## src/include/uart_macros.svh

```systemverilog
`ifndef UART_MACROS_SVH
`define UART_MACROS_SVH

// Bank geometry
`define UART_NUM_CH 4
`define UART_ADDR_W 6

// Register indices within a channel
`define UART_REG_DR   4'd0
`define UART_REG_STAT 4'd1
`define UART_REG_CTRL 4'd2
`define UART_REG_CPB  4'd3

// Control register bits
`define UART_CTRL_RX_EN 0
`define UART_CTRL_TX_EN 1
`define UART_CTRL_RX_IE 2

`define UART_CPB_RESET 32'd434  // 50 MHz / 115200 baud

`endif
```

## src/hw/uart_pkg.sv

```systemverilog
`include "uart_macros.svh"

package uart_pkg;

   // One bus access routed to a channel
   typedef struct packed {
      logic wr;
      logic rd;
      logic [`UART_ADDR_W-$clog2(`UART_NUM_CH)-1:0] reg_addr;
      logic [31:0] wdata;
   } chan_req_t;

   typedef struct packed {
      logic [31:0] rdata;
      logic        irq;
   } chan_rsp_t;

   // Low bits of the status register
   typedef struct packed {
      logic overrun;       // Cleared by a status read
      logic brk;
      logic tx_idle;
      logic rx_not_empty;
   } uart_status_t;

endpackage

```

## src/hw/uart_bank.sv

```systemverilog
`timescale 1ns/1ps
`include "uart_macros.svh"

module uart_bank (
   input  logic                    clk,
   input  logic                    reset,
   input  logic                    cyc,
   input  logic                    stb,
   input  logic                    we,
   input  logic [`UART_ADDR_W-1:0] adr,
   input  logic [31:0]             dat_w,
   output logic [31:0]             dat_r,
   output logic                    ack,
   output logic [`UART_NUM_CH-1:0] txd,
   input  logic [`UART_NUM_CH-1:0] rxd,
   output logic                    irq
);
   import uart_pkg::*;

   chan_req_t                       req [`UART_NUM_CH];
   chan_rsp_t                       rsp [`UART_NUM_CH];
   logic [$clog2(`UART_NUM_CH)-1:0] ch_sel;
   logic                            rd_stb;

   always_comb
   begin
      rd_stb = 1'b0;
      for (int i = 0; i < `UART_NUM_CH; i++)
         rd_stb = rd_stb | req[i].rd;
   end

   uart_wb_slave u_slave (
      .clk    (clk),
      .reset  (reset),
      .cyc    (cyc),
      .stb    (stb),
      .we     (we),
      .adr    (adr),
      .dat_w  (dat_w),
      .ack    (ack),
      .ch_sel (ch_sel),
      .req    (req)
   );

   for (genvar i = 0; i < `UART_NUM_CH; i++)
   begin : g_ch
      uart_channel u_ch (
         .clk   (clk),
         .reset (reset),
         .req   (req[i]),
         .rsp   (rsp[i]),
         .rxd   (rxd[i]),
         .txd   (txd[i])
      );
   end

   uart_collect u_collect (
      .clk    (clk),
      .reset  (reset),
      .ch_sel (ch_sel),
      .rd_stb (rd_stb),
      .rsp    (rsp),
      .dat_r  (dat_r),
      .irq    (irq)
   );

endmodule

```

## src/hw/uart_channel.sv

```systemverilog
`timescale 1ns/1ps
`include "uart_macros.svh"

module uart_channel (
   input  logic                clk,
   input  logic                reset,
   input  uart_pkg::chan_req_t req,
   output uart_pkg::chan_rsp_t rsp,
   input  logic                rxd,
   output logic                txd
);
   import uart_pkg::*;

   logic [31:0]  ctrl;
   logic [31:0]  cpb;
   logic [31:0]  scratch [4];
   logic [3:0]   reg_addr_q;
   logic [3:0]   cur_addr;
   logic [7:0]   rx_byte;
   logic         rx_full;
   logic         overrun;
   logic         tx_start;
   logic         tx_busy;
   logic         rx_valid;
   logic         rx_brk;
   logic [7:0]   rx_data;
   logic         pop;
   logic         stat_rd;
   uart_status_t stat;

   // Address of the access in flight, else the last one
   assign cur_addr = (req.wr | req.rd) ? req.reg_addr : reg_addr_q;
   assign tx_start = req.wr & (req.reg_addr == `UART_REG_DR) & ctrl[`UART_CTRL_TX_EN];
   assign pop = req.rd & (req.reg_addr == `UART_REG_DR);
   assign stat_rd = req.rd & (req.reg_addr == `UART_REG_STAT);

   assign stat = '{overrun: overrun, brk: rx_brk, tx_idle: ~tx_busy, rx_not_empty: rx_full};

   always_ff @(posedge clk)
   begin
      if (reset)
      begin
         ctrl <= '0;
         cpb <= `UART_CPB_RESET;
         reg_addr_q <= '0;
         for (int i = 0; i < 4; i++)
            scratch[i] <= '0;
      end
      else
      begin
         if (req.wr | req.rd)
            reg_addr_q <= req.reg_addr;
         if (req.wr)
         begin
            case (req.reg_addr)
               `UART_REG_CTRL: ctrl <= req.wdata;
               `UART_REG_CPB:  cpb <= req.wdata;
               default:
                  if (req.reg_addr[3:2] == 2'b11)  // Scratch 12 to 15
                     scratch[req.reg_addr[1:0]] <= req.wdata;
            endcase
         end
      end
   end

   // Received byte holder
   always_ff @(posedge clk)
   begin
      if (reset)
      begin
         rx_full <= 1'b0;
         overrun <= 1'b0;
      end
      else
      begin
         if (rx_valid)
            rx_full <= 1'b1;
         else if (pop)
            rx_full <= 1'b0;
         if (stat_rd)
            overrun <= 1'b0;
         if (rx_valid & rx_full & ~pop)
            overrun <= 1'b1;  // Unread byte lost
      end
   end

   always_ff @(posedge clk)
   begin
      if (rx_valid)
         rx_byte <= rx_data;
   end

   always_comb
   begin
      rsp.rdata = '0;
      case (cur_addr)
         `UART_REG_DR:   rsp.rdata = {24'd0, rx_byte};
         `UART_REG_STAT: rsp.rdata = {28'd0, stat};
         `UART_REG_CTRL: rsp.rdata = ctrl;
         `UART_REG_CPB:  rsp.rdata = cpb;
         default:
            if (cur_addr[3:2] == 2'b11)
               rsp.rdata = scratch[cur_addr[1:0]];
      endcase
      rsp.irq = rx_full & ctrl[`UART_CTRL_RX_IE];
   end

   uart_tx u_tx (
      .clk            (clk),
      .reset          (reset),
      .start          (tx_start),
      .data           (req.wdata[7:0]),
      .cycles_per_bit (cpb),
      .txd            (txd),
      .busy           (tx_busy)
   );

   uart_rx u_rx (
      .clk            (clk),
      .reset          (reset),
      .en             (ctrl[`UART_CTRL_RX_EN]),
      .rxd            (rxd),
      .cycles_per_bit (cpb),
      .valid          (rx_valid),
      .data           (rx_data),
      .brk            (rx_brk)
   );

endmodule

```

## src/hw/uart_collect.sv

```systemverilog
`timescale 1ns/1ps
`include "uart_macros.svh"

module uart_collect (
   input  logic                            clk,
   input  logic                            reset,
   input  logic [$clog2(`UART_NUM_CH)-1:0] ch_sel,
   input  logic                            rd_stb,
   input  uart_pkg::chan_rsp_t             rsp [`UART_NUM_CH],
   output logic [31:0]                     dat_r,
   output logic                            irq
);
   // Read word stays put until the next read
   always_ff @(posedge clk)
   begin
      if (reset)
         dat_r <= '0;
      else if (rd_stb)
         dat_r <= rsp[ch_sel].rdata;
   end

   always_comb
   begin
      irq = 1'b0;
      for (int i = 0; i < `UART_NUM_CH; i++)
         irq = irq | rsp[i].irq;
   end

endmodule

```

## src/hw/uart_rx.sv

```systemverilog
`timescale 1ns/1ps

module uart_rx (
   input  logic        clk,
   input  logic        reset,
   input  logic        en,
   input  logic        rxd,
   input  logic [31:0] cycles_per_bit,
   output logic        valid,
   output logic [7:0]  data,
   output logic        brk
);
   typedef enum logic [1:0] {S_IDLE, S_START, S_DATA, S_STOP} state_t;

   state_t      state;
   logic [2:0]  sync;
   logic [31:0] cnt;
   logic [2:0]  bit_idx;
   logic [7:0]  shreg;
   logic        line;
   logic        fall;
   logic        bit_end;
   logic        half_end;

   assign line = sync[1];              // After two flops
   assign fall = sync[2] & ~sync[1];
   assign bit_end = (cnt + 32'd1 >= cycles_per_bit);
   assign half_end = (cnt + 32'd1 >= (cycles_per_bit >> 1));
   assign data = shreg;

   always_ff @(posedge clk)
   begin
      if (reset)
      begin
         state <= S_IDLE;
         sync <= 3'b111;
         cnt <= '0;
         bit_idx <= '0;
         valid <= 1'b0;
         brk <= 1'b0;
      end
      else
      begin
         sync <= {sync[1:0], rxd};
         valid <= 1'b0;
         if (brk & line)
            brk <= 1'b0;
         if (!en)
            state <= S_IDLE;
         else
         begin
            case (state)
               S_IDLE:
                  if (fall)
                  begin
                     cnt <= '0;
                     state <= S_START;
                  end
               S_START:  // Check the start bit at mid-period
                  if (half_end)
                  begin
                     cnt <= '0;
                     bit_idx <= '0;
                     state <= line ? S_IDLE : S_DATA;
                  end
                  else
                     cnt <= cnt + 32'd1;
               S_DATA:
                  if (bit_end)
                  begin
                     cnt <= '0;
                     shreg <= {line, shreg[7:1]};  // LSB first
                     bit_idx <= bit_idx + 3'd1;
                     if (bit_idx == 3'd7)
                        state <= S_STOP;
                  end
                  else
                     cnt <= cnt + 32'd1;
               S_STOP:
                  if (bit_end)
                  begin
                     state <= S_IDLE;
                     if (line)
                        valid <= 1'b1;
                     else if (shreg == 8'd0)
                        brk <= 1'b1;  // Whole frame low
                  end
                  else
                     cnt <= cnt + 32'd1;
               default: state <= S_IDLE;
            endcase
         end
      end
   end

endmodule

```

## src/hw/uart_tx.sv

```systemverilog
`timescale 1ns/1ps

module uart_tx (
   input  logic        clk,
   input  logic        reset,
   input  logic        start,
   input  logic [7:0]  data,
   input  logic [31:0] cycles_per_bit,
   output logic        txd,
   output logic        busy
);
   logic [8:0]  shreg;    // Data bits then stop bit
   logic [3:0]  bit_cnt;
   logic [31:0] cnt;
   logic        bit_end;

   assign bit_end = (cnt + 32'd1 >= cycles_per_bit);

   always_ff @(posedge clk)
   begin
      if (reset)
      begin
         txd <= 1'b1;
         busy <= 1'b0;
         cnt <= '0;
         bit_cnt <= '0;
      end
      else if (!busy)
      begin
         if (start)  // Writes while busy are dropped
         begin
            txd <= 1'b0;
            shreg <= {1'b1, data};
            cnt <= '0;
            bit_cnt <= '0;
            busy <= 1'b1;
         end
      end
      else if (bit_end)
      begin
         cnt <= '0;
         if (bit_cnt == 4'd9)
            busy <= 1'b0;  // End of stop bit
         else
         begin
            txd <= shreg[0];
            shreg <= {1'b1, shreg[8:1]};
            bit_cnt <= bit_cnt + 4'd1;
         end
      end
      else
         cnt <= cnt + 32'd1;
   end

endmodule

```

## src/hw/uart_wb_slave.sv

```systemverilog
`timescale 1ns/1ps
`include "uart_macros.svh"

module uart_wb_slave (
   input  logic                            clk,
   input  logic                            reset,
   input  logic                            cyc,
   input  logic                            stb,
   input  logic                            we,
   input  logic [`UART_ADDR_W-1:0]         adr,
   input  logic [31:0]                     dat_w,
   output logic                            ack,
   output logic [$clog2(`UART_NUM_CH)-1:0] ch_sel,
   output uart_pkg::chan_req_t             req [`UART_NUM_CH]
);
   localparam int CH_W = $clog2(`UART_NUM_CH);

   logic            go;
   logic [CH_W-1:0] adr_ch;
   logic [CH_W-1:0] ch_sel_q;

   assign go = cyc & stb & ~ack;  // First cycle of a bus cycle
   assign adr_ch = adr[`UART_ADDR_W-1 -: CH_W];
   assign ch_sel = go ? adr_ch : ch_sel_q;

   // Strobe only the addressed channel
   always_comb
   begin
      for (int i = 0; i < `UART_NUM_CH; i++)
      begin
         req[i] = '0;
         if (go && adr_ch == CH_W'(i))
         begin
            req[i].wr = we;
            req[i].rd = ~we;
            req[i].reg_addr = adr[`UART_ADDR_W-CH_W-1:0];
            req[i].wdata = dat_w;
         end
      end
   end

   always_ff @(posedge clk)
   begin
      if (reset)
      begin
         ack <= 1'b0;
         ch_sel_q <= '0;
      end
      else
      begin
         ack <= go;
         if (go)
            ch_sel_q <= adr_ch;
      end
   end

endmodule

```

## config.mk

```make
export PLATFORM = sky130hd
export DESIGN_NAME = uart_bank
export DESIGN_NICKNAME = d
export VERILOG_FILES = /design/src/hw/uart_pkg.sv /design/src/hw/uart_bank.sv /design/src/hw/uart_channel.sv /design/src/hw/uart_collect.sv /design/src/hw/uart_rx.sv /design/src/hw/uart_tx.sv /design/src/hw/uart_wb_slave.sv
export VERILOG_INCLUDE_DIRS = /design/src /design/src/include
export SDC_FILE = /design/constraint.sdc
export NUM_CORES = 2
export LEC_CHECK = 0
export ABC_AREA = 1
export ABC_CLOCK_PERIOD_IN_PS = 7200
export BUFFER_PORTS_ARGS = -buffer_cell sky130_fd_sc_hd__buf_4
export CORE_ASPECT_RATIO = 0.75
export CORE_MARGIN = 2
export CORE_UTILIZATION = 65
export DETAILED_ROUTE_END_ITERATION = 12
export HOLD_SLACK_MARGIN = 0.03
export PLACE_DENSITY_LB_ADDON = 0.25
export SETUP_SLACK_MARGIN = 0.4
export SLEW_MARGIN = 20
export SYNTH_ARGS = -nofsm -noshare
export SYNTH_HDL_FRONTEND = slang
export SYNTH_HIERARCHICAL = 1
export SYNTH_SLANG_ARGS = --single-unit
```

## constraint.sdc

```tcl
create_clock -name clk -period 7.2 [get_ports clk]
set_input_delay 0.72 -clock clk [delete_from_list [all_inputs] [get_ports clk]]
set_output_delay 0.72 -clock clk [all_outputs]
set_load 0.03 [all_outputs]
```

==> impl_metrics.yaml <==
run_status:
  outcome: "completed"
clock_network:
  clkTransAtPathRegs_ns: 0.07
  post_cts_resized: 0
  cts_made_buffers: 119
  htree_levels: 3
  hold_buffers: 0
  cts_tree: "yes"
  clk_root_buffer_cell: "clkbuf_16"
  cts_sinks: 1243
  post-cts-setup-buffers: 0
  clk-insertion-delay-late_ns: 0.75
  cts_buffer_depth: 3
sta:
  slew_viol_final: 0
  fin_setup_tns_ns: 0
  max_clock_freq_mhz: 208
  skew_ns: 0.0279
  slew_headroom_pct: 20.9
  fin_crit_ns: 4.82
  rsz0062_at_grt: "no"
  worst_pin_slew_ns: 1.18
  period_share_pct: 66.9
  whs_ns: 0.160
  setup_viol: 0
  hold_violations: 0
finish:
  layoutNonFillerInstCount: 11100
  fill_cells: 8871
  layout-drive-gt1-share_pct: 7.80
  areaGrowthSynthToFinish_pct: 7.66
  fin_nets: 10000
  post-route-util_pct: 70.7
yosys:
  avgSynthCellArea_um2: 7.44
  netlist_instances: 9682
  syn-num-nets: 10100
  synth_commonest_cells: "nand2_1 (2824), inv_1 (1193), nor2_1 (1173)"
  synthArstFlopShare_pct: 0
  yosysMostFrequentCell: "nand2_1"
  yosysWarnings: 6
  synth_flop_cell: "dfxtp_1"
  synth_top_area_share_pct: 25.4
  synth_edf_count: 608
  synth.distinct_cells: 52
  ys_ff_latch: 1243
  synth_top_area_cell: "edfxtp_1"
  seq_area_frac_synth_pct: 43.0
  synth_area_um2: 72000
  synth.area.top_cells: "edfxtp_1 (25%), dfxtp_1 (18%), nand2_1 (15%), ha_1 (7.0%), inv_1 (6.2%)"
worst_setup_path:
  end_kind: "flop"
  worstReg2RegEnd: "g_ch[3].u_ch/u_rx/cnt[19]"
  crit_path_end: "g_ch[3].u_ch/u_rx/cnt[19]"
  r2r-start: "g_ch[3].u_ch/u_rx/cnt[0]"
  path_common_cell: "nand2_1"
  crit_cells: 18
  critical_path_class: "flop to flop"
  rr_worst_depth: 18
  cp_max_fo: 32
  r2r_slack_ns: 2.38
  critPathTopFamily: "simple AND/OR/NAND/NOR gates"
  crit_buf_inv: 2
  timing.critical_path.from: "g_ch[3].u_ch/u_rx/cnt[0]"
  cp_cell_sequence: "ha_1, nand2_1, nor2_1, nand2_1, nor2_1, inv_1, nor3_1, nand4_1, xor2_1, inv_1, ha_1, nand4_1, nor3_1, nand2_1, nand4_1, nand3_2, nand2_1, a21oi_1"
  start_kind: "flop"
  slowest_stage: "nand3_2"
  slowest_delay_ns: 0.59
  critPathArrivalTime_ns: 5.39
  cp.required_ns: 7.77
floorplanning:
  dieArea_um2: 113000
  fp.dieH_um: 292
  floorplan.rows: 105
  initial_core_util_pct: 65.7
  core_um2: 110000
  fp.dieW_um: 388
  top_level_ports: 85
power:
  p_per_area_nw_per_um2: 195
  ir_worst_vdd_mv: 0.215
  finalPower_mw: 15.1
  p_leak_nw: 32.6
worst_hold_path:
  hold_class: "primary input to flop"
grt:
  track_usage_pct: 38.2
  grt_max_degree: 136
  grt_pass1_wl_um: 340000
  overflow: 0
  grt_pass1_vias: 60600
  grt_use_met2_pct: 55.5
  globalRouteMet3Util_pct: 12.0
  antenna_found_initial: 9
  grt_util_met1_pct: 53.6
  busiest_layer: "met2"
detailed_routing:
  initialDrtViolationCount: 8701
  drt-wirelength-per-cell_um: 20.0
  antenna_left: 0
  wl_um: 223000
  vias_per_cell: 5.88
  drc: 0
  drtPass1Iterations: 9
  via_count: 65600
placed_design:
  dpl.hpwl_um: 158000
  dp_cells: 10900
  portBuffers: 84
  place.gp.congestion: 1.03
job:
  maxCapViolations: 0
[routing by layer]
metal | wire [um] | up-vias
li1 | - | 30700
met4 | 8700 | 14
met2 | 92600 | 3807
met5 | 402 | -
met1 | 90400 | 30500
met3 | 30700 | 551
[how the worst min path moves through the flow]
stage,from,to,slack (ns),depth (start not counted)
floorplan,g_ch[0].u_ch/u_rx/sync[0],g_ch[0].u_ch/u_rx/sync[1],0.39,1
global placement,g_ch[1].u_ch/u_rx/sync[0],g_ch[1].u_ch/u_rx/sync[1],0.40,1
detailed placement,g_ch[1].u_ch/u_rx/sync[0],g_ch[1].u_ch/u_rx/sync[1],0.40,1
CTS,rxd[1],g_ch[1].u_ch/u_rx/sync[0],0.13,2
global route,rxd[1],g_ch[1].u_ch/u_rx/sync[0],0.14,2
finish,rxd[1],g_ch[1].u_ch/u_rx/sync[0],0.16,2
[where the power goes]
part           internal [mW]  switching (mW)  total [mW]
sequential              7.52          0.0663        7.58
clock                   3.82            2.90        6.73
combinational          0.165           0.618       0.784
[worst register-to-register path, delay by kind of cell (launching register included)]
kind                       cells  cell delay (ns)
and+or+nand+nor               12             3.17
adders and majority gates      2             0.50
DFF                            1             0.41
xor gates and xnor gates       1             0.25
buffers and inverters          2             0.22
AOI/OAI and AO/OA              1             0.08
[kinds of logic after synthesis]
group	synth area share (%)
buffers and inverters	9.29
adders and majority gates	7.02
DFF	43.0
and+or+nand+nor	28.9
AOI/OAI and AO/OA	9.08
xor gates and xnor gates	2.68
[cell type report]
type | instances | area (um^2) | area share (%)
repair buffers | 158 | 1280 | 1.65
well taps | 1444 | 1810 | 2.33
flip-flops and latches | 1243 | 31000 | 40.0
diodes | 10 | 25.0 | 0.0323
inverters | 1270 | 4780 | 6.17
multi-input cells | 6791 | 34500 | 44.5
clock buffers | 153 | 3290 | 4.25
clock inverters | 75 | 857 | 1.11
[sequential cells by signal (all words and copies together), names as in the netlist, 12 cells and up, named ones only]
register	count
g_ch.u_ch/cpb	128
g_ch.u_ch/reg_addr_q	16
u_collect/dat_r	32
g_ch.u_ch/u_rx/bit_idx	12
g_ch.u_ch/scratch	512
g_ch.u_ch/u_rx/data	32
g_ch.u_ch/u_tx/cnt	128
g_ch.u_ch/u_rx/cnt	128
g_ch.u_ch/u_tx/bit_cnt	16
g_ch.u_ch/u_tx/shreg	32
g_ch.u_ch/rx_byte	32
g_ch.u_ch/u_rx/sync	12
g_ch.u_ch/ctrl	128
[through the flow]
step / instance area [um^2] / setup WS, ns
detailed placement: 73300 / 2.50
global route: 77500 / 2.04
global placement: 73200 / 2.47
CTS: 77400 / 2.56
finish: 77500 / 2.38
floorplan: 72000 / 2.78
[layout by cell type, fill, tap and decap left out, drive strengths merged, types with 24 or more instances in the layout]
| cell type | synthesis | routed |
|---|---|---|
| a21oi | 716 | 716 |
| buf | 160 | 158 |
| clkbuf | 216 | 153 |
| clkinv | 12 | 51 |
| dfxtp | 635 | 635 |
| edfxtp | 608 | 608 |
| ha | 404 | 404 |
| inv | 1258 | 1269 |
| nand2 | 2899 | 2899 |
| nand3 | 461 | 461 |
| nand4 | 77 | 77 |
| nor2 | 1247 | 1247 |
| nor3 | 196 | 196 |
| o21a | 24 | 24 |
| o21ai | 434 | 434 |
| or2 | 33 | 33 |
| xnor2 | 33 | 33 |
| xor2 | 184 | 184 |
Power figures use the tool's default switching activity.
